### src/verilog/mem_settings.svh
`ifndef MEM_SETTINGS_SVH
`define MEM_SETTINGS_SVH

// data word width in bits
`define MEM_XLEN 64

// byte address width
`define MEM_ADDR_W 32

// bank depth in 64-bit words
// address bits above the bank size are ignored
`define MEM_DEPTH_WORDS 1024

// first fetch address out of reset
`define MEM_RESET_PC 32'h0000_0000

`endif

### src/verilog/mem_pkg.sv
`include "mem_settings.svh"

package mem_pkg;

  // data word, byte address, lane mask, instruction
  typedef logic [`MEM_XLEN-1:0] xlen_t;
  typedef logic [`MEM_ADDR_W-1:0] addr_t;
  typedef logic [`MEM_XLEN/8-1:0] mask_t;
  typedef logic [31:0] instr_t;

  // load/store access size
  typedef enum logic [1:0] {SZ_B, SZ_H, SZ_W, SZ_D} acc_size_t;

  // arbiter read machine
  typedef enum logic [1:0] {RD_PREIDLE, RD_IDLE, RD_ACCESS, RD_RESP} rd_state_t;

  // arbiter write machine
  typedef enum logic [1:0] {WR_PREIDLE, WR_IDLE, WR_COMMIT} wr_state_t;

  // fetch unit
  typedef enum logic {F_IDLE, F_WAIT} fetch_state_t;

  // load/store unit
  typedef enum logic [1:0] {L_IDLE, L_READ, L_WRITE} lsu_state_t;

endpackage

### src/verilog/fetch_unit.sv
`timescale 1ns/100ps
`include "mem_settings.svh"

module fetch_unit (
  input  logic            clk,
  input  logic            rst,
  input  logic            fetch_en_i,
  input  logic            redirect_i,
  input  mem_pkg::addr_t  redirect_pc_i,
  output logic            if_valid_o,
  output mem_pkg::addr_t  if_addr_o,
  output mem_pkg::mask_t  if_rmask_o,
  input  mem_pkg::xlen_t  if_rdata_i,
  input  logic            if_rdata_valid_i,
  output logic            instr_valid_o,
  output mem_pkg::instr_t instr_o,
  output mem_pkg::addr_t  instr_pc_o
);
  import mem_pkg::*;

  fetch_state_t state;
  addr_t        pc;
  logic         take;

  // doubleword holding pc, lanes of the selected half
  assign if_addr_o  = {pc[$bits(addr_t)-1:3], 3'b000};
  assign if_rmask_o = pc[2] ? 8'hF0 : 8'h0F;

  // response accepted unless a redirect kills it
  assign take = (state == F_WAIT) && if_rdata_valid_i && !redirect_i;

  always_ff @(posedge clk) begin
    if (rst) begin
      state         <= F_IDLE;
      pc            <= `MEM_RESET_PC;
      if_valid_o    <= 1'b0;
      instr_valid_o <= 1'b0;
    end else begin
      instr_valid_o <= take;
      if (redirect_i) begin
        // valid low for a cycle cancels the old access
        pc         <= redirect_pc_i;
        if_valid_o <= 1'b0;
        state      <= F_IDLE;
      end else begin
        case (state)
          F_IDLE: begin
            if (fetch_en_i) begin
              if_valid_o <= 1'b1;
              state      <= F_WAIT;
            end
          end
          F_WAIT: begin
            if (if_rdata_valid_i) begin
              pc <= pc + 4;
            end
            if (!fetch_en_i) begin
              if_valid_o <= 1'b0;
              state      <= F_IDLE;
            end
          end
          default: begin
            state <= F_IDLE;
          end
        endcase
      end
    end
  end

  always_ff @(posedge clk) begin
    if (take) begin
      instr_o    <= pc[2] ? if_rdata_i[63:32] : if_rdata_i[31:0];
      instr_pc_o <= pc;
    end
  end

endmodule

### config.mk
export PLATFORM = sky130hd
export DESIGN_NAME = fetch_unit
export DESIGN_NICKNAME = d
export VERILOG_FILES = /design/src/verilog/mem_pkg.sv /design/src/verilog/fetch_unit.sv
export VERILOG_INCLUDE_DIRS = /design/src /design/src/verilog
export SDC_FILE = /design/constraint.sdc
export NUM_CORES = 1
export LEC_CHECK = 0
export BUFFER_PORTS_ARGS = -buffer_cell sky130_fd_sc_hd__buf_2
export CORE_MARGIN = 8
export CORE_UTILIZATION = 40
export DETAILED_ROUTE_END_ITERATION = 16
export PLACE_DENSITY = 0.69
export SETUP_SLACK_MARGIN = 0.4
export SLEW_MARGIN = 20
export SYNTH_ARGS = -nofsm -noshare
export SYNTH_HDL_FRONTEND = slang
export SYNTH_SLANG_ARGS = --single-unit
export TNS_END_PERCENT = 5
### constraint.sdc
create_clock -name clk -period 9.38 [get_ports clk]
set_input_delay 0.938 -clock clk [delete_from_list [all_inputs] [get_ports clk]]
set_output_delay 0.938 -clock clk [all_outputs]
set_load 0.01 [all_outputs]
==> flow_summary.ini, run 1 <==
[clock_network]
cts_tree = done
clk_path_buf_depth = 2
postCtsSetupBuffers = 0
ctsHoldBuffers = 0
root_buffer = clkbuf_8
htreeDepth = 3
worstSkewPairLatency_ps = 360
cts_resized = 0
cts_num_sinks = 99
cts_made_buffers = 9
clk_pin_slew_ps = 80

[flow_run]
drv_cap = 0

[die]
die_x_um = 122
dieArea_mm2 = 0.0148
initial_core_util = 0.410
io-pin-count = 207
die_h_um = 122
rows = 38
coreArea_mm2 = 0.0109

[timing]
finalHoldViolCount = 0
setup_viol = 0
rsz0062_at_grt = no
maxSlewHeadroom = 0.327
achievable-frequency_ghz = 0.399
tightest_slew_ps = 1010
fin_crit_ps = 2500
finalSetupTns_ps = 0
setup_ws_ps = 6880
slew_violations = 0
finalCritPeriodShare = 0.267
skew_ps = 12.6

[worst_setup_path]
crit_family = simple AND/OR/NAND/NOR gates
critPathRequiredTime_ps = 9400
critPathLaunchType = input pin
cp.buffers_inverters = 2
crit_chain = buf_2 -> nand2_2 -> nor2_4 -> buf_4
crit_type = in2reg
worstRegToRegCells = 4
endpoint_kind = flop
cpMaxStageDelayCell = nor2_4
cp.arrival_ps = 2520
cp_max_fo = 34
critical_path_depth = 4
slowest_delay_ps = 790

[final_layout]
area_growth_pct = 23.4
fillers = 1009
diodes = 0
layout.nets = 635
utilization = 0.506
drive_above_1_share = 0.478

[synth]
yosys_register_bits = 99
synth.top_cells.by_count = edfxtp_1, buf_4, dfxtp_1
yosysSeqAreaShare = 0.587
yosysMostFrequentCell = edfxtp_1
ys_types = 45
async_flop_share = 0
synth_area_leaders = edfxtp_1, dfxtp_1, mux2_2, buf_4, nor2_1
syn_avg_cell_area_um2 = 12.0
post-synth-top-area-cell = edfxtp_1
synthFlopType = edfxtp_1
synthCells = 373
syn_area_mm2 = 0.00447
yosysWarningCount = 0
synth_edf_count = 64
netlist.area_leader.share = 0.430

[power]
intPower_uw = 648
p_leak_nw = 2.21
power_density_mw_per_mm2 = 155
sequentialPowerShare = 0.581
p_sw_uw = 205
vdd_drop_max_mv = 0.0656
combPwrFrac = 0.105
switching_share = 0.240
clkPwrFrac = 0.314

[place]
gp_congestion = 0.818
pre_cts_slack_ps = 6440
io_buffers = 203
dp_hpwl_um = 9400

[detailed_routing]
viasPerCell = 5.10
drt_iter0_drc = 223
drt_wl_total_um = 12300
wl_per_cell_um = 18.2
drtPass1Iterations = 4
vias = 3460
drtAntennaViolNets = 0
drc_errors = 0

[min_path]
worstHoldPathCells = 0
min_path_type = reg2reg

[global_routing]
grt_usage = 0.162
grt_pass1_vias = 3601
grt_start_max_net_pins = 46
grt_antenna_before_repair = 0
overflow = 0
grt_pass1_wl_um = 18900

[outcome]
status = finished clean
power groups by stage:
stage	Combinational [mW]	Sequential, mW	Clock, mW
3_5_place_dp	0.0903	0.506	0
6_report	0.0893	0.496	0.267
5_1_grt	0.0990	0.498	0.294
3_3_place_gp	0.0886	0.505	0
4_1_cts	0.0906	0.496	0.278
2_1_floorplan	0.0609	0.501	0
through the flow:
step | instances | hold WS, ps | power [mW] | area [um^2]
final | 678 | 451 | 0.852 | 5510
after global routing | 678 | 469 | 0.891 | 5510
after CTS | 678 | 451 | 0.865 | 5510
after detailed placement | 662 | 431 | 0.596 | 5320
after global placement | 662 | 425 | 0.594 | 5320
after floorplan | 375 | 408 | 0.562 | 4470
metal layers:
metal / vias to the layer above / GRT usage / part of all wire
met5: - / 0 / 0
met4: 0 / 0.0586 / 0.012
met3: 13 / 0.0495 / 0.11
met2: 170 / 0.289 / 0.50
met1: 1600 / 0.178 / 0.38
li1: 1677 / - / -
layout make-up:
cell class / instances / area [um^2] / share of cell area
Inverter: 7 / 26.3 / 0.00477
Clock buffer: 10 / 128 / 0.0232
Sequential cell: 99 / 2620 / 0.476
Clock inverter: 6 / 65.1 / 0.0118
Multi-Input combinational cell: 210 / 1460 / 0.264
Tap cell: 140 / 175 / 0.0318
Timing Repair Buffer: 206 / 1040 / 0.188
logic make-up (layout without fill, tap and decap cells):
family / after synthesis / after routing / share of synthesized area
muxes: 34 / 34 / 0.0852
adders and majority gates: 2 / 2 / 0.00504
xor gates and xnor gates: 12 / 12 / 0.0235
other: 1 / 3 / 0.000840
DFF: 99 / 99 / 0.587
and+or+nand+nor: 109 / 109 / 0.125
buffers and inverters: 66 / 229 / 0.0902
AOI/OAI and AO/OA: 50 / 50 / 0.0832
state kept, by name (all words and copies together) (netlist names):
| signal | count |
|---|---|
| instr_o | 32 |
| state | 1 |
| if_valid_o | 1 |
| instr_pc_o | 32 |
| instr_valid_o | 1 |
| pc | 32 |
final timing paths:
| check | startpoint | slack (ps) | end |
|---|---|---|---|
| setup / recovery | if_rdata_valid_i | 6880 | instr_pc_o[13] |
| setup reg to reg | pc[5] | 6940 | pc[28] |
| hold reg to reg | pc[1] | 450 | instr_pc_o[1] |
| hold / removal | pc[1] | 450 | instr_pc_o[1] |
cells in the final DEF (no fill, tap or decap), types with 2 or more instances in the layout:
cell	Yosys	final
a211oi_1	9	9
a21oi_1	6	6
a311oi_1	13	13
and2_1	2	2
buf_2	1	203
buf_4	39	3
clkbuf_8	0	9
clkinv_2	0	2
conb_1	1	3
dfxtp_1	35	35
edfxtp_1	64	64
inv_1	6	6
mux2_2	32	32
mux2i_1	2	2
nand2_1	22	22
nand3_1	5	5
nand4_1	11	11
nor2_1	32	31
nor3_1	5	5
nor4_1	8	8
o21ai_0	5	5
o31ai_1	7	7
o41ai_1	2	2
or3_1	7	7
or4_1	11	11
xnor2_1	9	9
xor2_1	3	3
(Power assumes the default switching activity.)
==> run 2, diff against run 1 <==
==> constraint.sdc (replaced) <==
create_clock -name clk -period 2.6 [get_ports clk]
set_input_delay 0.26 -clock clk [delete_from_list [all_inputs] [get_ports clk]]
set_output_delay 0.26 -clock clk [all_outputs]
set_load 0.01 [all_outputs]
==> run 2 against run 1 <==
Effect of this change: non-clock buffer count rose by 9; sequential share of layout area fell by 1.0 points; flip-flop and latch count did not move; clock power rose to 4.0 times the previous value; routed wire length fell by 1.2%; largest power group unchanged.
==> flow_summary.ini, run 2 (synthesis results as in run 1) <==
[outcome]
status = finished clean

[final_layout]
drive_above_1_share = 0.499
mostFrequentLayoutCell = buf_2
layout.nets = 644
area_growth_pct = 26.2
fillers = 991
utilization = 0.518
multi_input_area_mm2 = 0.00147
layout_common_cells = buf_2, edfxtp_1, mux2_2, dfxtp_1, nor2_1
reg.largest.list = instr_o x32, instr_pc_o x32, pc x32
regArea_mm2 = 0.00263

[timing]
maxSlewHeadroom = 0.536
finalCritPeriodShare = 0.826
finalSetupTns_ps = 0
whs_ps = 124
slew_violations = 0
rsz0062_at_grt = yes
finalHoldViolCount = 0
skew_ps = 12.5
fin_crit_ps = 2150
setup_viol = 0
tightest_slew_ps = 690
achievable-frequency_ghz = 0.465

[power]
p_total_mw = 3.18
p_leak_nw = 2.27
vdd_drop_max_mv = 0.279
power_density_mw_per_mm2 = 564

[die]
io-pin-count = 207
initial_core_util = 0.410
dieArea_mm2 = 0.0148
die_h_um = 122
coreArea_mm2 = 0.0109
die_x_um = 122
rows = 38

[detailed_routing]
wl_per_cell_um = 17.7
drt_wl_total_um = 12200
drt_iter0_drc = 250
vias = 3461
drtPass1Iterations = 4
viasPerCell = 5.03
drc_errors = 0
drtAntennaViolNets = 0

[flow_run]
drv_cap = 0

[worst_setup_path]
slowest_delay_ps = 610
critPathRequiredTime_ps = 2870
endpoint_kind = flop
cp.arrival_ps = 2420
crit_chain = nand4_1 -> or4_4 -> or4_1 -> a311oi_1
cp_max_fo = 7
cpMaxStageDelayCell = or4_4
crit_type = reg2reg
critPathLaunchType = flop
worstRegToRegCells = 4

[clock_network]
root_buffer = clkbuf_8
cts_made_buffers = 9
cts_tree = done
clk_pin_slew_ps = 90
clk_path_buf_depth = 2
cts_num_sinks = 99
worstSkewPairLatency_ps = 360
htreeDepth = 3
ctsHoldBuffers = 0

[place]
dp_hpwl_um = 9360
io_buffers = 203
gp_congestion = 0.805

[global_routing]
grt_start_max_net_pins = 60
grt_pass1_vias = 3558
grt_usage = 0.159
overflow = 0
grt_pass1_wl_um = 18500
grt_antenna_before_repair = 1

[min_path]
worstHoldPathCells = 2
min_path_type = in2reg
## run 2: layout make-up
cell class | count | area share
Multi-Input combinational cell | 210 | 0.261
Sequential cell | 99 | 0.466
Timing Repair Buffer | 215 | 0.198
Tap cell | 140 | 0.0311
Antenna cell | 1 | 0.000444
Clock inverter | 6 | 0.0140
Clock buffer | 10 | 0.0244
Inverter | 7 | 0.00466
## run 2: worst paths after layout
check,start,endpoint,slack (ps)
worst min-delay path,fetch_en_i,state,120
worst min register to register,pc[1],instr_pc_o[1],440
worst max register to register,pc[11],pc[26],450
worst max-delay path,pc[11],pc[26],450
## run 2: timing repair
item	CTS	global route
pin swaps	1	2
setup buffers	4	2
gates resized for setup	3	5
endpoints found under the hold margin	0	0
setup endpoints to repair	4	10
## run 2: per-stage QoR
step / cell area [um^2] / std cells / worst slack (ps)
finish: 5640 / 688 / 452
global route: 5640 / 688 / 331
CTS: 5610 / 685 / 402
detailed placement: 5350 / 665 / 365
global placement: 5350 / 665 / 445
floorplan: 4480 / 375 / 462
## run 2: per-layer routing
| metal | wire length (um) | GRT usage |
|---|---|---|
| met1 | 4580 | 0.174 |
| met2 | 6180 | 0.282 |
| met3 | 1280 | 0.0574 |
| met4 | 127 | 0.0517 |
| met5 | 0 | 0 |
## run 2: critical path, delay by kind of cell (launching register included)
kind               cells  cell delay [ps]
DFF                    1              450
and+or+nand+nor        3             1340
AOI/OAI and AO/OA      1              280
## run 2: power by group
group / internal [mW] / switching [mW]
clock: 0.560 / 0.507
combinational: 0.166 / 0.162
sequential: 1.73 / 0.0560
total: 2.45 / 0.725
