$ cat src/verilog/mem_settings.svh
`ifndef MEM_SETTINGS_SVH
`define MEM_SETTINGS_SVH

// data word width in bits
`define MEM_XLEN 64

// byte address width
`define MEM_ADDR_W 32

// bank depth in 64-bit words
// address bits above the bank size are ignored
`define MEM_DEPTH_WORDS 1024

// first fetch address out of reset
`define MEM_RESET_PC 32'h0000_0000

`endif

$ cat src/verilog/mem_pkg.sv
`include "mem_settings.svh"

package mem_pkg;

  // data word, byte address, lane mask, instruction
  typedef logic [`MEM_XLEN-1:0] xlen_t;
  typedef logic [`MEM_ADDR_W-1:0] addr_t;
  typedef logic [`MEM_XLEN/8-1:0] mask_t;
  typedef logic [31:0] instr_t;

  // load/store access size
  typedef enum logic [1:0] {SZ_B, SZ_H, SZ_W, SZ_D} acc_size_t;

  // arbiter read machine
  typedef enum logic [1:0] {RD_PREIDLE, RD_IDLE, RD_ACCESS, RD_RESP} rd_state_t;

  // arbiter write machine
  typedef enum logic [1:0] {WR_PREIDLE, WR_IDLE, WR_COMMIT} wr_state_t;

  // fetch unit
  typedef enum logic {F_IDLE, F_WAIT} fetch_state_t;

  // load/store unit
  typedef enum logic [1:0] {L_IDLE, L_READ, L_WRITE} lsu_state_t;

endpackage

$ cat src/verilog/load_store_unit.sv
`timescale 1ns/100ps

module load_store_unit (
  input  logic               clk,
  input  logic               rst,
  input  logic               lsu_req_i,
  input  logic               lsu_we_i,
  input  mem_pkg::addr_t     lsu_addr_i,
  input  mem_pkg::acc_size_t lsu_size_i,
  input  logic               lsu_unsigned_i,
  input  mem_pkg::xlen_t     lsu_wdata_i,
  output logic               lsu_done_o,
  output logic               lsu_err_o,
  output mem_pkg::xlen_t     lsu_rdata_o,
  // memory ports
  output logic               mem_valid_o,
  output mem_pkg::addr_t     mem_addr_o,
  output mem_pkg::mask_t     mem_rmask_o,
  input  mem_pkg::xlen_t     mem_rdata_i,
  input  logic               mem_rdata_valid_i,
  output logic               mem_write_valid_o,
  output mem_pkg::addr_t     mem_write_addr_o,
  output mem_pkg::mask_t     mem_wmask_o,
  output mem_pkg::xlen_t     mem_wdata_o,
  input  logic               mem_wdata_ready_i
);
  import mem_pkg::*;

  lsu_state_t state;
  logic [2:0] offset;
  logic       misaligned;
  mask_t      lane_mask;
  addr_t      word_addr;
  acc_size_t  size_q;
  logic       unsigned_q;
  logic [2:0] offset_q;
  xlen_t      shifted;
  xlen_t      load_val;

  assign offset    = lsu_addr_i[2:0];
  assign word_addr = {lsu_addr_i[$bits(addr_t)-1:3], 3'b000};

  // alignment check and lane mask per size
  always_comb begin
    case (lsu_size_i)
      SZ_B: begin
        misaligned = 1'b0;
        lane_mask  = 8'h01 << offset;
      end
      SZ_H: begin
        misaligned = offset[0];
        lane_mask  = 8'h03 << offset;
      end
      SZ_W: begin
        misaligned = |offset[1:0];
        lane_mask  = 8'h0F << offset;
      end
      default: begin
        misaligned = |offset;
        lane_mask  = 8'hFF;
      end
    endcase
  end

  // bring the loaded lanes down to bit 0, then extend
  assign shifted = mem_rdata_i >> {offset_q, 3'b000};

  always_comb begin
    case (size_q)
      SZ_B: load_val = unsigned_q ? {56'b0, shifted[7:0]} : {{56{shifted[7]}}, shifted[7:0]};
      SZ_H: load_val = unsigned_q ? {48'b0, shifted[15:0]} : {{48{shifted[15]}}, shifted[15:0]};
      SZ_W: load_val = unsigned_q ? {32'b0, shifted[31:0]} : {{32{shifted[31]}}, shifted[31:0]};
      default: load_val = shifted;
    endcase
  end

  always_ff @(posedge clk) begin
    if (rst) begin
      state             <= L_IDLE;
      mem_valid_o       <= 1'b0;
      mem_write_valid_o <= 1'b0;
      lsu_done_o        <= 1'b0;
      lsu_err_o         <= 1'b0;
    end else begin
      lsu_done_o <= 1'b0;
      lsu_err_o  <= 1'b0;
      case (state)
        L_IDLE: begin
          if (lsu_req_i) begin
            if (misaligned) begin
              // rejected without touching memory
              lsu_done_o <= 1'b1;
              lsu_err_o  <= 1'b1;
            end else if (lsu_we_i) begin
              mem_write_valid_o <= 1'b1;
              state             <= L_WRITE;
            end else begin
              mem_valid_o <= 1'b1;
              state       <= L_READ;
            end
          end
        end
        L_READ: begin
          if (mem_rdata_valid_i) begin
            mem_valid_o <= 1'b0;
            lsu_done_o  <= 1'b1;
            state       <= L_IDLE;
          end
        end
        L_WRITE: begin
          if (mem_wdata_ready_i) begin
            mem_write_valid_o <= 1'b0;
            lsu_done_o        <= 1'b1;
            state             <= L_IDLE;
          end
        end
        default: begin
          state <= L_IDLE;
        end
      endcase
    end
  end

  // request payload held for the whole access
  always_ff @(posedge clk) begin
    if (state == L_IDLE && lsu_req_i) begin
      mem_addr_o       <= word_addr;
      mem_rmask_o      <= lane_mask;
      mem_write_addr_o <= word_addr;
      mem_wmask_o      <= lane_mask;
      mem_wdata_o      <= lsu_wdata_i << {offset, 3'b000};
      size_q           <= lsu_size_i;
      unsigned_q       <= lsu_unsigned_i;
      offset_q         <= offset;
    end
  end

  always_ff @(posedge clk) begin
    if (state == L_READ && mem_rdata_valid_i) begin
      lsu_rdata_o <= load_val;
    end
  end

endmodule

$ cat config.mk
export PLATFORM = sky130hd
export DESIGN_NAME = load_store_unit
export DESIGN_NICKNAME = d
export VERILOG_FILES = /design/src/verilog/mem_pkg.sv /design/src/verilog/load_store_unit.sv
export VERILOG_INCLUDE_DIRS = /design/src /design/src/verilog
export SDC_FILE = /design/constraint.sdc
export NUM_CORES = 1
export LEC_CHECK = 0
export ABC_AREA = 1
export BUFFER_PORTS_ARGS = -buffer_cell sky130_fd_sc_hd__buf_2
export CORE_ASPECT_RATIO = 1.4
export CORE_MARGIN = 2
export CORE_UTILIZATION = 35
export CTS_CLUSTER_DIAMETER = 60
export DETAILED_ROUTE_END_ITERATION = 10
export GPL_ROUTABILITY_DRIVEN = 0
export PLACE_DENSITY = 0.69
export SLEW_MARGIN = 20
export SYNTH_ARGS = -nofsm -noshare
export SYNTH_HDL_FRONTEND = slang
export SYNTH_SLANG_ARGS = --single-unit
$ cat constraint.sdc
create_clock -name clk -period 7.25 [get_ports clk]
set_input_delay 1.0875 -clock clk [delete_from_list [all_inputs] [get_ports clk]]
set_output_delay 1.0875 -clock clk [all_outputs]
set_load 0.02 [all_outputs]
==> metrics.txt, run 1 <==
CP endpoint kind=flip-flop; mean post-synth cell area=about 8.7 sq um; relative slew slack=between 20% and 30%; Fmax achieved=0.2930 GHz; Seq/Total Area, Yosys=53.33%; Final Max Tran Viols=0; RSZ-0062 raised after global routing=no; FF-to-FF Start=offset_q[0]$_DFFE_PP_; synth-to-layout area growth=23.13%; slowest stage delay, CP=between 800 and 900 ps; clk slew on worst S/H paths=80 ps; fin crit share=47.08%; hold slack=441.6 ps; Worst Max-Slew Pin Slew=1078 ps; Hold WC Path Type=flip-flop to flip-flop; largest net degree at the start of global routing=86; Post-layout nets=1594; Max Cap Viol=0; CP dominant cell by count=nand3_1; Hold Fails Final Rpt=0; r2r setup slk=3840 ps; Yosys cell types=32; H-tree levels=4; final worst slack=3837 ps; DP Wirelength=25980 um; worst slack, placed=3726 ps; minimum clock period=between 3000 and 4000 ps; Reg-to-Reg End=lsu_rdata_o[21]$_DFFE_PP_; Routed Antenna Nets=0; VDD IR max=0.1667 mV; Pwr Density=228.4 nW/um^2; CTS tree=done; wire per inst=19.32 um; IO buf count=374; Synth Cell Area=9854 sq um; #FFs+latches synth=177; EDFF count, synth=171; Hold Path Stages=2; async set or reset register ratio after synthesis=0%; Die Height=around 200 um; Ports=around 380; status=finished clean; hold buffer count at cts=0; area leader, netlist=edfxtp_1; n_diodes=0; Skew-Pair Late Insertion Delay=440 ps; Setup TNS Final=0 ps; drt pass-1 iters=6; DR vias/cell=5.304; setup bufs post-CTS=0; Die W=145.8 um; post-place instance area=11530 sq um; Required @ worst endpoint=7510 ps; Reg2Reg Depth=8; Worst Hold End=mem_valid_o$_SDFFE_PP0P_; worst-case clock buffer depth=2; crit path launch type=flip-flop; initial antenna violation count=1; initial core utilization=35.63%; Max Fanout on Critical Path=69; first-pass GRT wire length=50870 um; total grt overflow=0; cell row count=72; synth top area cells=edfxtp_1 52%, nand2_1 13%, o21ai_0 5.9%, nand3_1 3.9%, buf_4 3.5%; full die area=29530 sq um; fin area=12130 sq um; vias in the first global route=8949; Synth top cells by count=334 x nand2_1, 171 x edfxtp_1, 116 x o21ai_0; Final Setup Violations=0; Hold Path Origin=mem_valid_o$_SDFFE_PP0P_; Leak=5.571 nW; Root Buffer=clkbuf_16; post-route DRC violation count=0; Synth Flop Type=edfxtp_1; cts bufs inserted=17; Total GRT Usage=between 20 and 25%; Total Power=2.772 mW; most frequent cell after synthesis=nand2_1; post-synth top area share=52.11%; vias=about 9600; Post-Route WL=34830 um; Setup Skew=13.00 ps; share of cells above drive strength 1=30.22%; Worst path slowest cell=inv_2; WP data arrival=around 3700 ps; Top delay family on crit path=simple AND/OR/NAND/NOR gates; Post-Synthesis Cells=1134; YS warnings=0; cts repair resizes=0; DRC marker count from the first detailed-route iteration=between 900 and 1000; clock tree sinks=about 180; CORE AREA=27660 sq um; Buf/Inv on CP=2; worst path cell trace=buf_4 > inv_2 > nand2_1 > nand3_1 > nand3_1 > nand2_1 > nand3_2 > nand3_1; Crit Path Class=flip-flop to flip-flop
how the worst max path moves through the flow:
stage               depth (start not counted)                   from                   endpoint  slack (ps)
floorplan                                   2              lsu_req_i   mem_addr_o[10]$_DFFE_PP_        1120
global placement                            5          lsu_addr_i[1]  mem_wdata_o[39]$_DFFE_PP_        3750
detailed placement                          5          lsu_addr_i[1]  mem_wdata_o[39]$_DFFE_PP_        3730
CTS                                         8  offset_q[0]$_DFFE_PP_  lsu_rdata_o[29]$_DFFE_PP_        3880
global route                                8  offset_q[0]$_DFFE_PP_   lsu_rdata_o[8]$_DFFE_PP_        3480
finish                                      8  offset_q[0]$_DFFE_PP_  lsu_rdata_o[21]$_DFFE_PP_        3840
logic make-up after synthesis:
group	count (synthesis)	synth area share [%]
buf+inv	205	10.93
compound gates	215	12.44
fa+ha+maj	5	0.6348
flops	177	53.33
other cells	1	0.03805
simple gates	531	22.63
metrics by stage:
stage,utilization [%],cells
2_1_floorplan,-,1139
3_3_place_gp,41.68,1771
3_5_place_dp,41.68,1771
4_1_cts,43.87,1803
5_1_grt,43.87,1803
6_report,43.87,1803
registers in the layout, indices dropped and copies added, names as in the netlist:
name               flops
mem_addr_o            29
size_q                 2
mem_valid_o            1
offset_q               3
lsu_done_o             1
mem_wdata_o           64
unsigned_q             1
lsu_rdata_o           64
mem_wmask_o            8
state                  2
mem_write_valid_o      1
lsu_err_o              1
layer usage:
| metal | share of wire, % | global-route usage, % | vias to the layer above |
|---|---|---|---|
| li1 | - | - | 4425 |
| met1 | 33 | 23.59 | 4319 |
| met2 | 50 | 39.91 | 681 |
| met3 | 10 | 5.483 | 138 |
| met4 | 7.5 | 17.02 | 0 |
| met5 | 0 | 0 | - |
worst register-to-register path, cell delays in order, from the launching register on:
cell and delay, ps:
edfxtp_1 360, buf_4 330, inv_2 840, nand2_1 180, nand3_1 140, nand3_1 90
nand2_1 110, nand3_2 800, nand3_1 400
cell usage in the layout, fill, tap and decap left out, drive strengths merged, types with 4 or more instances in the layout:
cell	count
o221ai	8
edfxtp	171
a21oi	26
conb	6
clkinv	8
ha	5
nand4	40
o22ai	10
a32oi	7
inv	90
o21ai	124
dfxtp	6
clkbuf	17
nand2	334
a31oi	16
buf	384
nor2	71
or2	4
o211ai	21
nand3	80
cell type report:
class / instances / area, sq um
clock buffers: 17 / 425.4
clock inverters: 15 / 181.4
fillers: 2732 / 15520
inverters: 83 / 311.5
multi-input cells: 757 / 3551
flip-flops and latches: 177 / 5255
well taps: 370 / 462.9
repair buffers: 384 / 1947
where the power goes:
group          leakage [nW]  internal [mW]  switching [mW]
clock                 0.296          0.471           0.478
sequential             1.69           1.21          0.0279
combinational          3.59          0.171           0.409
Note: power is estimated with default switching activity, not from simulation.
==> inputs of run 2 (changes only) <==
Clock period 7.25 ns to 3.4 ns, I/O delays scaled along.
==> run 2 against run 1 <==
Against the previous run: setup slack got worse by 3000 ps; clock skew shrank 2.5 ps; critical path type unchanged; hold slack lost 190 ps; combinational power is 120% higher; critical path depth decreased by 1; critical endpoint is now lsu_rdata_o[55]$_DFFE_PP_; register-to-register slack worse by 3000 ps; sequential power is 110% higher; highest routed layer unchanged; non-clock buffer count is 11 higher; design area is 1.4% higher.
==> metrics.txt, run 2 (synthesis results as in run 1) <==
top flop regs=lsu_rdata_o x64, mem_wdata_o x64, mem_addr_o x29; Worst Max-Slew Pin Slew=898.5 ps; initial core utilization=35.63%; most frequent cells in the layout=374 x buf_2, 334 x nand2_1, 171 x edfxtp_1, 116 x o21ai_0, 77 x nand3_1; Setup crit end=lsu_rdata_o[55]$_DFFE_PP_; Leak=5.651 nW; IO buf count=approximately 370; minimum clock period=between 2000 and 3000 ps; Max Cap Viol=0; Worst Setup SP=offset_q[0]$_DFFE_PP_; largest net degree at the start of global routing=108; Required @ worst endpoint=3540 ps; H-tree levels=4; Final Max Tran Viols=0; post-route DRC violation count=0; Fillers=2652; drt pass-1 iters=7; Final Setup Violations=0; worst-case clock buffer depth=2; cts bufs inserted=17; r2r setup slk=880 ps; crit path launch type=flip-flop; Buf/Inv on CP=2; status=finished clean; worst slack, placed=830.1 ps; DRC marker count from the first detailed-route iteration=999; worst path cell trace=inv_2 > nand2_1 > nand3_1 > nand3_1 > nand3_2 > buf_4 > nand4_1; total grt overflow=0; Setup TNS Final=0 ps; full die area=29530 sq um; Ports=approximately 380; fin crit share=about 74%; final worst slack=about 900 ps; Hold Fails Final Rpt=0; clock tree sinks=~180; utilization after layout=44.49%; synth-to-layout area growth=24.87%; Skew-Pair Late Insertion Delay=430 ps; CP dominant cell by count=nand3_1; setup bufs post-CTS=0; vias=9736; Total Power=6.056 mW; DR vias/cell=5.364; commonest non-fill, non-tap cell in the layout=buf_2; cts repair resizes=0; CP endpoint kind=flip-flop; Total GRT Usage=between 20% and 30%; Reg2Reg Depth=7; Crit Path Class=flip-flop to flip-flop; FF-to-FF Start=offset_q[0]$_DFFE_PP_; initial antenna violation count=0; share of cells above drive strength 1=30.75%; Post-Route WL=35550 um; RSZ-0062 raised after global routing=no; Routed Antenna Nets=0; vias in the first global route=roughly 9100; Post-layout nets=1605; hold buffer count at cts=0; Pwr Density=just under 500 nW/um^2; CTS tree=done; DP Wirelength=approximately 27000 um; first-pass GRT wire length=roughly 52000 um; Die W=145.8 um; CORE AREA=about 28000 sq um; WP data arrival=approximately 2700 ps; Top delay family on crit path=buffers and inverters; Die Height=between 200 and 250 um; slowest stage delay, CP=560 ps; Worst path slowest cell=edfxtp_1; wire per inst=19.58 um; clk slew on worst S/H paths=around 80 ps; cell row count=72; Reg-to-Reg End=lsu_rdata_o[55]$_DFFE_PP_; CP Depth=7; Root Buffer=clkbuf_16; Hold WC Path Type=input pin to flip-flop; Setup Skew=10.45 ps; Fmax achieved=0.3966 GHz; Max Fanout on Critical Path=35; VDD IR max=0.3227 mV; relative slew slack=39.88%
==> run 2: how the worst min path moves through the flow <==
stage               depth (start not counted)                             end                            from  slack [ps]
floorplan                                   2           lsu_done_o$_SDFF_PP0_           state[1]$_SDFFE_PP0P_         500
global placement                            2        mem_valid_o$_SDFFE_PP0P_        mem_valid_o$_SDFFE_PP0P_         450
detailed placement                          2  mem_write_valid_o$_SDFFE_PP0P_  mem_write_valid_o$_SDFFE_PP0P_         450
CTS                                         1        mem_addr_o[23]$_DFFE_PP_                  lsu_addr_i[23]         220
global route                                1        mem_addr_o[21]$_DFFE_PP_                  lsu_addr_i[21]         210
finish                                      1        mem_addr_o[11]$_DFFE_PP_                  lsu_addr_i[11]         250
==> run 2: stage by stage <==
| step | area (sq um) | std cells | hold slack, ps |
|---|---|---|---|
| 2_1_floorplan | 9881 | 1139 | 498.3 |
| 3_3_place_gp | 11630 | 1782 | 449.1 |
| 3_5_place_dp | 11630 | 1782 | 451.6 |
| 4_1_cts | 12300 | 1814 | 218.5 |
| 5_1_grt | 12300 | 1814 | 213.6 |
| 6_report | 12310 | 1815 | 246.7 |
==> run 2: where the power goes <==
part / internal, mW / total [mW] / leakage [nW] / switching (mW)
Clock: 1.15 / 2.15 / 0.315 / 1.00
Sequential: 2.59 / 2.66 / 1.69 / 0.0681
Combinational: 0.376 / 1.25 / 3.65 / 0.870
==> run 2: routing by layer <==
layer	track usage, %	wire, um
met5	0	0
met4	13.38	2054
met3	5.685	3710
met2	41.78	18160
met1	24.03	11620
==> run 2: final cells by class <==
class                   instances  area [sq um]  area share (%)
diodes                          1         2.502         0.02034
clock buffers                  17         425.4           3.457
clock inverters                15         242.7           1.973
inverters                      83         311.5           2.532
multi-input cells             757          3551           28.86
flip-flops and latches        177          5255           42.70
well taps                     370         462.9           3.762
repair buffers                395          2054           16.70
