File: config.mk
export PLATFORM = sky130hd
export DESIGN_NAME = ram_arb
export DESIGN_NICKNAME = d
export VERILOG_FILES = /design/src/verilog/mem_pkg.sv /design/src/verilog/ram_arb.sv
export VERILOG_INCLUDE_DIRS = /design/src /design/src/verilog
export SDC_FILE = /design/constraint.sdc
export NUM_CORES = 1
export LEC_CHECK = 0
export BUFFER_PORTS_ARGS = -buffer_cell sky130_fd_sc_hd__buf_2
export CAP_MARGIN = 20
export CORE_AREA = 2 2 205 207
export DETAILED_ROUTE_END_ITERATION = 7
export DIE_AREA = 0 0 207 209
export PLACE_DENSITY_LB_ADDON = 0.25
export SLEW_MARGIN = 10
export SYNTH_ARGS = -nofsm -noshare
export SYNTH_HDL_FRONTEND = slang
export SYNTH_SLANG_ARGS = --single-unit
export TNS_END_PERCENT = 1
File: constraint.sdc
create_clock -name clk -period 5.8 [get_ports clk]
set_input_delay 1.16 -clock clk [delete_from_list [all_inputs] [get_ports clk]]
set_output_delay 1.16 -clock clk [all_outputs]
set_load 0.02 [all_outputs]
File: src/verilog/mem_settings.svh
`ifndef MEM_SETTINGS_SVH
`define MEM_SETTINGS_SVH

// data word width in bits
`define MEM_XLEN 64

// byte address width
`define MEM_ADDR_W 32

// bank depth in 64-bit words
// address bits above the bank size are ignored
`define MEM_DEPTH_WORDS 1024

// first fetch address out of reset
`define MEM_RESET_PC 32'h0000_0000

`endif

File: src/verilog/mem_pkg.sv
`include "mem_settings.svh"

package mem_pkg;

  // data word, byte address, lane mask, instruction
  typedef logic [`MEM_XLEN-1:0] xlen_t;
  typedef logic [`MEM_ADDR_W-1:0] addr_t;
  typedef logic [`MEM_XLEN/8-1:0] mask_t;
  typedef logic [31:0] instr_t;

  // load/store access size
  typedef enum logic [1:0] {SZ_B, SZ_H, SZ_W, SZ_D} acc_size_t;

  // arbiter read machine
  typedef enum logic [1:0] {RD_PREIDLE, RD_IDLE, RD_ACCESS, RD_RESP} rd_state_t;

  // arbiter write machine
  typedef enum logic [1:0] {WR_PREIDLE, WR_IDLE, WR_COMMIT} wr_state_t;

  // fetch unit
  typedef enum logic {F_IDLE, F_WAIT} fetch_state_t;

  // load/store unit
  typedef enum logic [1:0] {L_IDLE, L_READ, L_WRITE} lsu_state_t;

endpackage

File: src/verilog/ram_arb.sv
`timescale 1ns/100ps

module ram_arb (
  input  logic           clk,
  input  logic           rst,
  // fetch read port
  input  logic           if_valid_i,
  input  mem_pkg::addr_t if_addr_i,
  input  mem_pkg::mask_t if_rmask_i,
  output mem_pkg::xlen_t if_rdata_o,
  output logic           if_rdata_valid_o,
  // load/store read port
  input  logic           mem_valid_i,
  input  mem_pkg::addr_t mem_addr_i,
  input  mem_pkg::mask_t mem_rmask_i,
  output mem_pkg::xlen_t mem_rdata_o,
  output logic           mem_rdata_valid_o,
  // load/store write port, not shared
  input  logic           mem_write_valid_i,
  input  mem_pkg::addr_t mem_write_addr_i,
  input  mem_pkg::mask_t mem_wmask_i,
  input  mem_pkg::xlen_t mem_wdata_i,
  output logic           mem_wdata_ready_o,
  // bank side
  output logic           bank_rd_en_o,
  output mem_pkg::addr_t bank_rd_addr_o,
  input  mem_pkg::xlen_t bank_rd_data_i,
  output logic           bank_wr_en_o,
  output mem_pkg::addr_t bank_wr_addr_o,
  output mem_pkg::mask_t bank_wr_mask_o,
  output mem_pkg::xlen_t bank_wr_data_o
);
  import mem_pkg::*;

  localparam int LANES = $bits(mask_t);

  rd_state_t rd_state;
  logic      grant_mem;
  logic      grant_valid;
  addr_t     rd_addr_q;
  mask_t     rd_mask_q;
  xlen_t     rd_lanes;
  xlen_t     resp_data;
  logic      resp_active;

  wr_state_t wr_state;
  logic      wr_en_q;
  addr_t     wr_addr_q;
  mask_t     wr_mask_q;
  xlen_t     wr_data_q;

  // granted requester still holding its valid
  assign grant_valid = grant_mem ? mem_valid_i : if_valid_i;

  // read machine, data side wins over fetch
  always_ff @(posedge clk) begin
    if (rst) begin
      rd_state  <= RD_PREIDLE;
      grant_mem <= 1'b0;
    end else begin
      case (rd_state)
        RD_PREIDLE: begin
          rd_state <= RD_IDLE;
        end
        RD_IDLE: begin
          if (mem_valid_i) begin
            grant_mem <= 1'b1;
            rd_state  <= RD_ACCESS;
          end else if (if_valid_i) begin
            grant_mem <= 1'b0;
            rd_state  <= RD_ACCESS;
          end
        end
        RD_ACCESS: begin
          // a dropped valid cancels the access
          rd_state <= grant_valid ? RD_RESP : RD_IDLE;
        end
        default: begin
          rd_state <= RD_IDLE;
        end
      endcase
    end
  end

  // address and mask captured with the grant
  always_ff @(posedge clk) begin
    if (rd_state == RD_IDLE) begin
      rd_addr_q <= mem_valid_i ? mem_addr_i : if_addr_i;
      rd_mask_q <= mem_valid_i ? mem_rmask_i : if_rmask_i;
    end
  end

  assign bank_rd_en_o   = (rd_state == RD_ACCESS);
  assign bank_rd_addr_o = rd_addr_q;

  // lanes outside the request mask return zero
  always_comb begin
    for (int k = 0; k < LANES; k++) begin
      rd_lanes[8*k +: 8] = {8{rd_mask_q[k]}};
    end
  end

  assign resp_data   = bank_rd_data_i & rd_lanes;
  assign resp_active = (rd_state == RD_RESP);

  // response goes to the granted peer only
  assign if_rdata_valid_o  = resp_active & ~grant_mem;
  assign mem_rdata_valid_o = resp_active & grant_mem;
  assign if_rdata_o        = if_rdata_valid_o ? resp_data : '0;
  assign mem_rdata_o       = mem_rdata_valid_o ? resp_data : '0;

  // write machine
  // commit stays one extra cycle for the ready pulse
  always_ff @(posedge clk) begin
    if (rst) begin
      wr_state <= WR_PREIDLE;
      wr_en_q  <= 1'b0;
    end else begin
      case (wr_state)
        WR_PREIDLE: begin
          wr_state <= WR_IDLE;
        end
        WR_IDLE: begin
          if (mem_write_valid_i) begin
            wr_state <= WR_COMMIT;
          end
        end
        WR_COMMIT: begin
          if (wr_en_q) begin
            wr_en_q  <= 1'b0;
            wr_state <= WR_IDLE;
          end else if (mem_write_valid_i) begin
            wr_en_q <= 1'b1;
          end else begin
            // requester gave up, write dropped
            wr_state <= WR_IDLE;
          end
        end
        default: begin
          wr_state <= WR_IDLE;
        end
      endcase
    end
  end

  always_ff @(posedge clk) begin
    if (wr_state == WR_IDLE && mem_write_valid_i) begin
      wr_addr_q <= mem_write_addr_i;
      wr_mask_q <= mem_wmask_i;
      wr_data_q <= mem_wdata_i;
    end
  end

  assign bank_wr_en_o      = wr_en_q;
  assign bank_wr_addr_o    = wr_addr_q;
  assign bank_wr_mask_o    = wr_mask_q;
  assign bank_wr_data_o    = wr_data_q;
  assign mem_wdata_ready_o = wr_en_q;

endmodule

==> results.py, run 1 <==
metrics = {
    "logic_synthesis": {
        "synth_area_leaders": "edfxtp_1 72%, nor2_1 8.2%, mux2_2 7.7%, nand2_1 4.2%, dfxtp_1 2.0%",
        "syn_inst": 441,
        "synth-edff-count": 144,
        "synthArstFlopShare_pct": 0,
        "yosys.area.top_type": "edfxtp_1",
        "synth_top_family_by_area": "simple AND/OR/NAND/NOR gates",
        "yosysWarningCount": 0,
        "seq_area_frac_synth_pct": 74.5,
        "syn_nets": 698,
        "synth_most_common_cell": "edfxtp_1",
        "ys.flop_type": "edfxtp_1",
        "muxShareOfSynthArea_pct": 7.91,
        "synthSimpleGateAreaFrac_pct": 13.5,
        "synth_fa_ha_area_share_pct": 0.839,
        "syn_avg_cell_area_um2": 13.5,
        "synth_area_mm2": 0.00596,
        "yosys.area_share.xor_xnor_pct": 0,
        "ys_ff_latch": 150,
        "synth_common_cells": "144 x edfxtp_1, 131 x nor2_1, 66 x nand2_1",
        "synth_cell_types": 25,
        "synth_top_area_share_pct": 72.5,
        "synth-compound-area-share_pct": 0.713,
    },
    "grt": {
        "grt_pass1_wl_mm": 35.4,
        "gr-total-overflow": 0,
        "grt_usage_pct": 11.3,
        "grt_max_degree": 66,
        "first_global_vias": 5627,
        "antenna_found_initial": 6,
    },
    "die": {
        "io_pins": 522,
        "die_w_um": 207,
        "rows": 75,
        "coreArea_mm2": 0.0413,
        "dieArea_mm2": 0.0433,
        "fp.dieH_um": 209,
        "start_util_pct": 14.4,
    },
    "detailed_routing": {
        "via_per_inst": 3.57,
        "antenna_left": 0,
        "drtPass1Iterations": 4,
        "via_count": 5397,
        "met2_length_mm": 12.2,
        "drc": 0,
        "dr_wl_met3_mm": 3.02,
        "highest_layer": "met5",
        "wl_mm": 24.7,
        "initialDrtViolationCount": 193,
        "wl_per_cell_um": 16.4,
        "m1WireLength_mm": 8.94,
    },
    "setup_path": {
        "required_ps": 4640,
        "crit_fanout": 33,
        "critPathArrivalTime_ps": 2390,
        "start_kind": "register",
        "end_kind": "primary output",
        "path_class": "reg2out",
    },
    "pwr": {
        "p_per_area_mw_per_mm2": 284,
        "leakage_nw": 4.54,
        "ir_drop_uv": 203,
        "power_w": 0.00278,
    },
    "clocking": {
        "numCtsBuffers": 17,
        "ctsLongestPathBuffers": 2,
        "hold_buffers": 0,
        "cts_max_level": 4,
        "path_clk_slew_ps": 60,
        "root_buffer": "clkbuf_16",
        "postCtsSetupRepairBufs": 0,
        "clock_latency_ps": 440,
        "numClockSinks": 150,
        "tritoncts": "done",
        "cts_resized": 0,
    },
    "sta": {
        "worst-slew-pin-transition_ps": 833,
        "finalCriticalPeriod_ps": 3550,
        "slew_headroom_pct": 44.4,
        "setup_ws_ps": 2250,
        "hold_violations": 0,
        "rsz0062_at_grt": "no",
        "fin_skew_ps": 9.84,
        "hold_ws_ps": 534,
        "period_share_pct": 61.1,
        "setup_viol": 0,
        "fmax_ghz": 0.282,
        "fin_tns_setup_ps": 0,
        "drv_slew": 0,
    },
    "job": {
        "cap_violations": 0,
    },
    "placed_design": {
        "dp_slack_ps": 2710,
        "io_buffers": 521,
        "dp_hpwl_mm": 20.0,
        "gp_congestion": 0.852,
    },
    "cells_and_area": {
        "area_growth_pct": 64.3,
        "final-seq-area_mm2": 0.00444,
        "drive_gt1_share_pct": 62.3,
        "nets": 1216,
        "fillers": 4508,
        "multi_input_area_mm2": 0.00138,
    },
    "run_status": {
        "outcome": "completed",
    },
    "hold_path": {
        "hold_class": "reg2reg",
    },
}
==> sequential cells by signal, indices dropped and copies added (netlist names) <==
signal          cells
bank_rd_addr_o     32
bank_wr_en_o        1
grant_mem           1
rd_mask_q           8
wr_state            2
rd_state            2
bank_wr_mask_o      8
bank_wr_addr_o     32
bank_wr_data_o     64
==> worst paths after layout <==
path / start / to / slack, ps / depth (start not counted)
min reg2reg: bank_wr_en_o / bank_wr_en_o / 530 / 2
min: bank_wr_en_o / bank_wr_en_o / 530 / 2
max: rd_state[0] / if_rdata_o[41] / 2250 / 5
max reg2reg: wr_state[0] / bank_wr_data_o[56] / 3630 / 3
==> area by class of cell <==
type                    instances  share of cell area, %
inverters                       5                  0.191
clock buffers                  17                   4.34
repair buffers                527                   27.3
flip-flops and latches        150                   45.3
well taps                     539                   6.88
diodes                          1                 0.0255
multi-input cells             258                   14.1
clock inverters                15                   1.86
==> cell usage in the layout, fill, tap and decap left out <==
| master | n |
|---|---|
| nor2_1 | 131 |
| nor3b_1 | 1 |
| nand2_1 | 65 |
| inv_1 | 5 |
| o21ai_0 | 1 |
| clkbuf_16 | 17 |
| dfxtp_1 | 6 |
| diode_2 | 1 |
| a22oi_1 | 1 |
| or3b_4 | 1 |
| mux2i_1 | 1 |
| ha_1 | 3 |
| a21oi_1 | 2 |
| ha_2 | 1 |
| clkinv_4 | 1 |
| o21a_1 | 1 |
| clkinv_8 | 2 |
| inv_6 | 2 |
| or4b_1 | 1 |
| clkinvlp_4 | 2 |
| buf_4 | 5 |
| nor2b_1 | 3 |
| inv_8 | 7 |
| nand2b_2 | 1 |
| and2_4 | 1 |
| a211oi_2 | 1 |
| edfxtp_1 | 144 |
| buf_16 | 1 |
| mux2_2 | 41 |
| bufinv_16 | 1 |
| nand3b_1 | 1 |
| nand2_2 | 1 |
| buf_2 | 521 |
==> worst max-delay path, cell delays in order, from the launching register on <==
cell,delay (ps)
dfxtp_1,400
ha_1,230
nand2b_2,390
buf_16,330
nor2_1,330
buf_2,240
==> power by group <==
group	switching [W]	internal, W
Sequential	0.0000287	0.00127
Clock	0.000529	0.000620
Combinational	0.000203	0.000133
==> cell families (layout without fill, tap and decap cells) <==
kind of cell	after synthesis	count (layout)
simple gates	206	206
compound gates	6	6
other cells	0	1
mux	42	42
flops	150	150
fa+ha+maj	4	4
buf+inv	33	564
==> through the flow <==
step / util, % / std cells / instance area [um2]
floorplan: - / 441 / 5960
global placement: 22.2 / 1478 / 9160
detailed placement: 22.3 / 1479 / 9190
CTS: 23.7 / 1511 / 9800
global route: 23.7 / 1512 / 9800
finish: 23.7 / 1512 / 9800
==> routing by layer <==
layer / vias to the layer above / track usage [%]
li1: 2554 / -
met1: 2443 / 12.0
met2: 367 / 19.0
met3: 29 / 5.74
met4: 4 / 4.26
met5: - / 0
Note: power is estimated with default switching activity, not from simulation.
==> run 2: changes to the inputs <==
--- a/config.mk
+++ b/config.mk
@@ -8,9 +8,9 @@
 export LEC_CHECK = 0
 export BUFFER_PORTS_ARGS = -buffer_cell sky130_fd_sc_hd__buf_2
 export CAP_MARGIN = 20
-export CORE_AREA = 2 2 205 207
+export CORE_AREA = 2 2 204 206
 export DETAILED_ROUTE_END_ITERATION = 7
-export DIE_AREA = 0 0 207 209
+export DIE_AREA = 0 0 206 208
 export PLACE_DENSITY_LB_ADDON = 0.25
 export SLEW_MARGIN = 10
 export SYNTH_ARGS = -nofsm -noshare
==> constraint.sdc (replaced) <==
create_clock -name clk -period 3.1 [get_ports clk]
set_input_delay 0.62 -clock clk [delete_from_list [all_inputs] [get_ports clk]]
set_output_delay 0.62 -clock clk [all_outputs]
set_load 0.02 [all_outputs]
==> run 2 against run 1 <==
Against the previous run:
- flip-flop and latch count did not move
- worst hold slack got worse by 190 ps
- wire length rose by 3.5%
- largest power group unchanged
- highest routed layer unchanged
==> results.py, run 2 (synthesis gave the netlist of run 1 again) <==
metrics = {
    "run_status": {
        "outcome": "completed",
    },
    "job": {
        "cap_violations": 0,
    },
    "setup_path": {
        "endpoint": "mem_rdata_o[59]",
        "max_stage_delay_ps": 410,
        "critical_path_buf_inv_count": 2,
        "start_kind": "register",
        "end_kind": "primary output",
        "r2r_cells": 5,
        "worstReg2RegEnd": "rd_state[1]",
        "critical_path.top_delay_family": "buffers and inverters",
        "r2r_slack_ps": 1400,
        "critical_path.cell_chain": "ha_1 -> nand2_2 -> buf_4 -> nor2_1 -> buf_2",
        "critPathLaunch": "rd_state[0]",
        "required_ps": 2480,
        "r2r-start": "rd_state[0]",
        "path_depth": 5,
        "crit_fanout": 25,
        "cp_slowest_cell": "dfxtp_1",
        "critPathArrivalTime_ps": 2080,
        "path_class": "reg2out",
    },
    "detailed_routing": {
        "via_per_inst": 3.58,
        "wl_mm": 25.6,
        "via_count": 5405,
        "drc": 0,
        "drtPass1Iterations": 4,
        "initialDrtViolationCount": 183,
        "antenna_left": 0,
        "wl_per_cell_um": 16.9,
    },
    "clocking": {
        "path_clk_slew_ps": 70,
        "cts_resized": 0,
        "numClockSinks": 150,
        "tritoncts": "done",
        "ctsLongestPathBuffers": 2,
        "clock_latency_ps": 440,
        "hold_buffers": 0,
        "cts_max_level": 4,
        "numCtsBuffers": 17,
        "root_buffer": "clkbuf_16",
        "postCtsSetupRepairBufs": 0,
    },
    "pwr": {
        "p_per_area_mw_per_mm2": 537,
        "power_frac_seq_pct": 45.8,
        "ir_drop_uv": 379,
        "clock_power_share_pct": 42.0,
        "p_int_w": 0.00393,
        "leakage_nw": 4.57,
        "sw_frac_of_total_pct": 25.9,
        "switchingPower_w": 0.00137,
        "pwr-share-comb_pct": 12.2,
    },
    "cells_and_area": {
        "largest_reg_flops": 64,
        "multi_input_area_mm2": 0.00138,
        "final_cell_area_mm2": 0.00986,
        "final-seq-area_mm2": 0.00444,
        "area_growth_pct": 65.3,
        "finish.utilization_pct": 24.3,
        "nets": 1221,
        "final_common_cell": "buf_2",
        "drive_gt1_share_pct": 62.3,
        "fillers": 4375,
        "final_cell_mix": "521 x buf_2, 144 x edfxtp_1, 131 x nor2_1, 65 x nand2_1, 41 x mux2_2",
    },
    "grt": {
        "grt_usage_pct": 11.5,
        "grt_max_degree": 66,
        "first_global_vias": 5438,
        "grt_pass1_wl_mm": 34.4,
        "antenna_found_initial": 5,
        "gr-total-overflow": 0,
    },
    "sta": {
        "period_share_pct": 87.1,
        "fmax_ghz": 0.370,
        "finalCriticalPeriod_ps": 2700,
        "drv_slew": 0,
        "worst-slew-pin-transition_ps": 671,
        "setup_ws_ps": 400,
        "fin_skew_ps": 7.67,
        "fin_tns_setup_ps": 0,
        "rsz0062_at_grt": "no",
        "setup_viol": 0,
        "hold_violations": 0,
        "slew_headroom_pct": 55.3,
        "hold_ws_ps": 347,
    },
    "placed_design": {
        "place_area_mm2": 0.00924,
        "dp_slack_ps": 780,
        "gp_congestion": 0.728,
        "io_buffers": 521,
        "dp_hpwl_mm": 21.3,
    },
    "die": {
        "die_w_um": 206,
        "io_pins": 522,
        "coreArea_mm2": 0.0406,
        "dieArea_mm2": 0.0428,
        "rows": 74,
        "start_util_pct": 14.7,
        "fp.dieH_um": 208,
    },
    "hold_path": {
        "hold_class": "in2reg",
        "holdPathStages": 1,
    },
}
## run 2: power by group through the flow
stage          logic [W]  clock network, W  registers, W
3_3_place_gp    0.000669                 0       0.00247
6_report        0.000647           0.00223       0.00242
4_1_cts         0.000668           0.00233       0.00243
3_5_place_dp    0.000668                 0       0.00247
5_1_grt         0.000708           0.00239       0.00244
2_1_floorplan   0.000188                 0       0.00258
## run 2: worst min-delay path by stage
stage               startpoint                  to
2_1_floorplan        grant_mem           grant_mem
3_5_place_dp      bank_wr_en_o        bank_wr_en_o
4_1_cts        mem_wdata_i[23]  bank_wr_data_o[23]
6_report       mem_wdata_i[43]  bank_wr_data_o[43]
5_1_grt        mem_wdata_i[23]  bank_wr_data_o[23]
3_3_place_gp      bank_wr_en_o        bank_wr_en_o
## run 2: layout make-up
class                      instances  area share (%)
sequential                       150            45.1
timing repair buffer             532            27.7
multi-input combinational        258            14.0
tap                              532            6.75
clock buffer                      19            4.39
clock inverter                    13            1.88
inverter                           5           0.190
antenna                            1          0.0254
## run 2: per-stage QoR
step / cells / total power (W)
CTS: 1509 / 0.00543
floorplan: 441 / 0.00276
finish: 1510 / 0.00530
global placement: 1477 / 0.00314
global route: 1509 / 0.00554
detailed placement: 1477 / 0.00314
## run 2: layer usage
layer	track usage, %	wire, um	share of wire, %
met4	3.55	429	1.7
met2	21.7	13400	52
met1	10.4	8520	33
met3	5.91	3210	13
met5	0	27	0.11
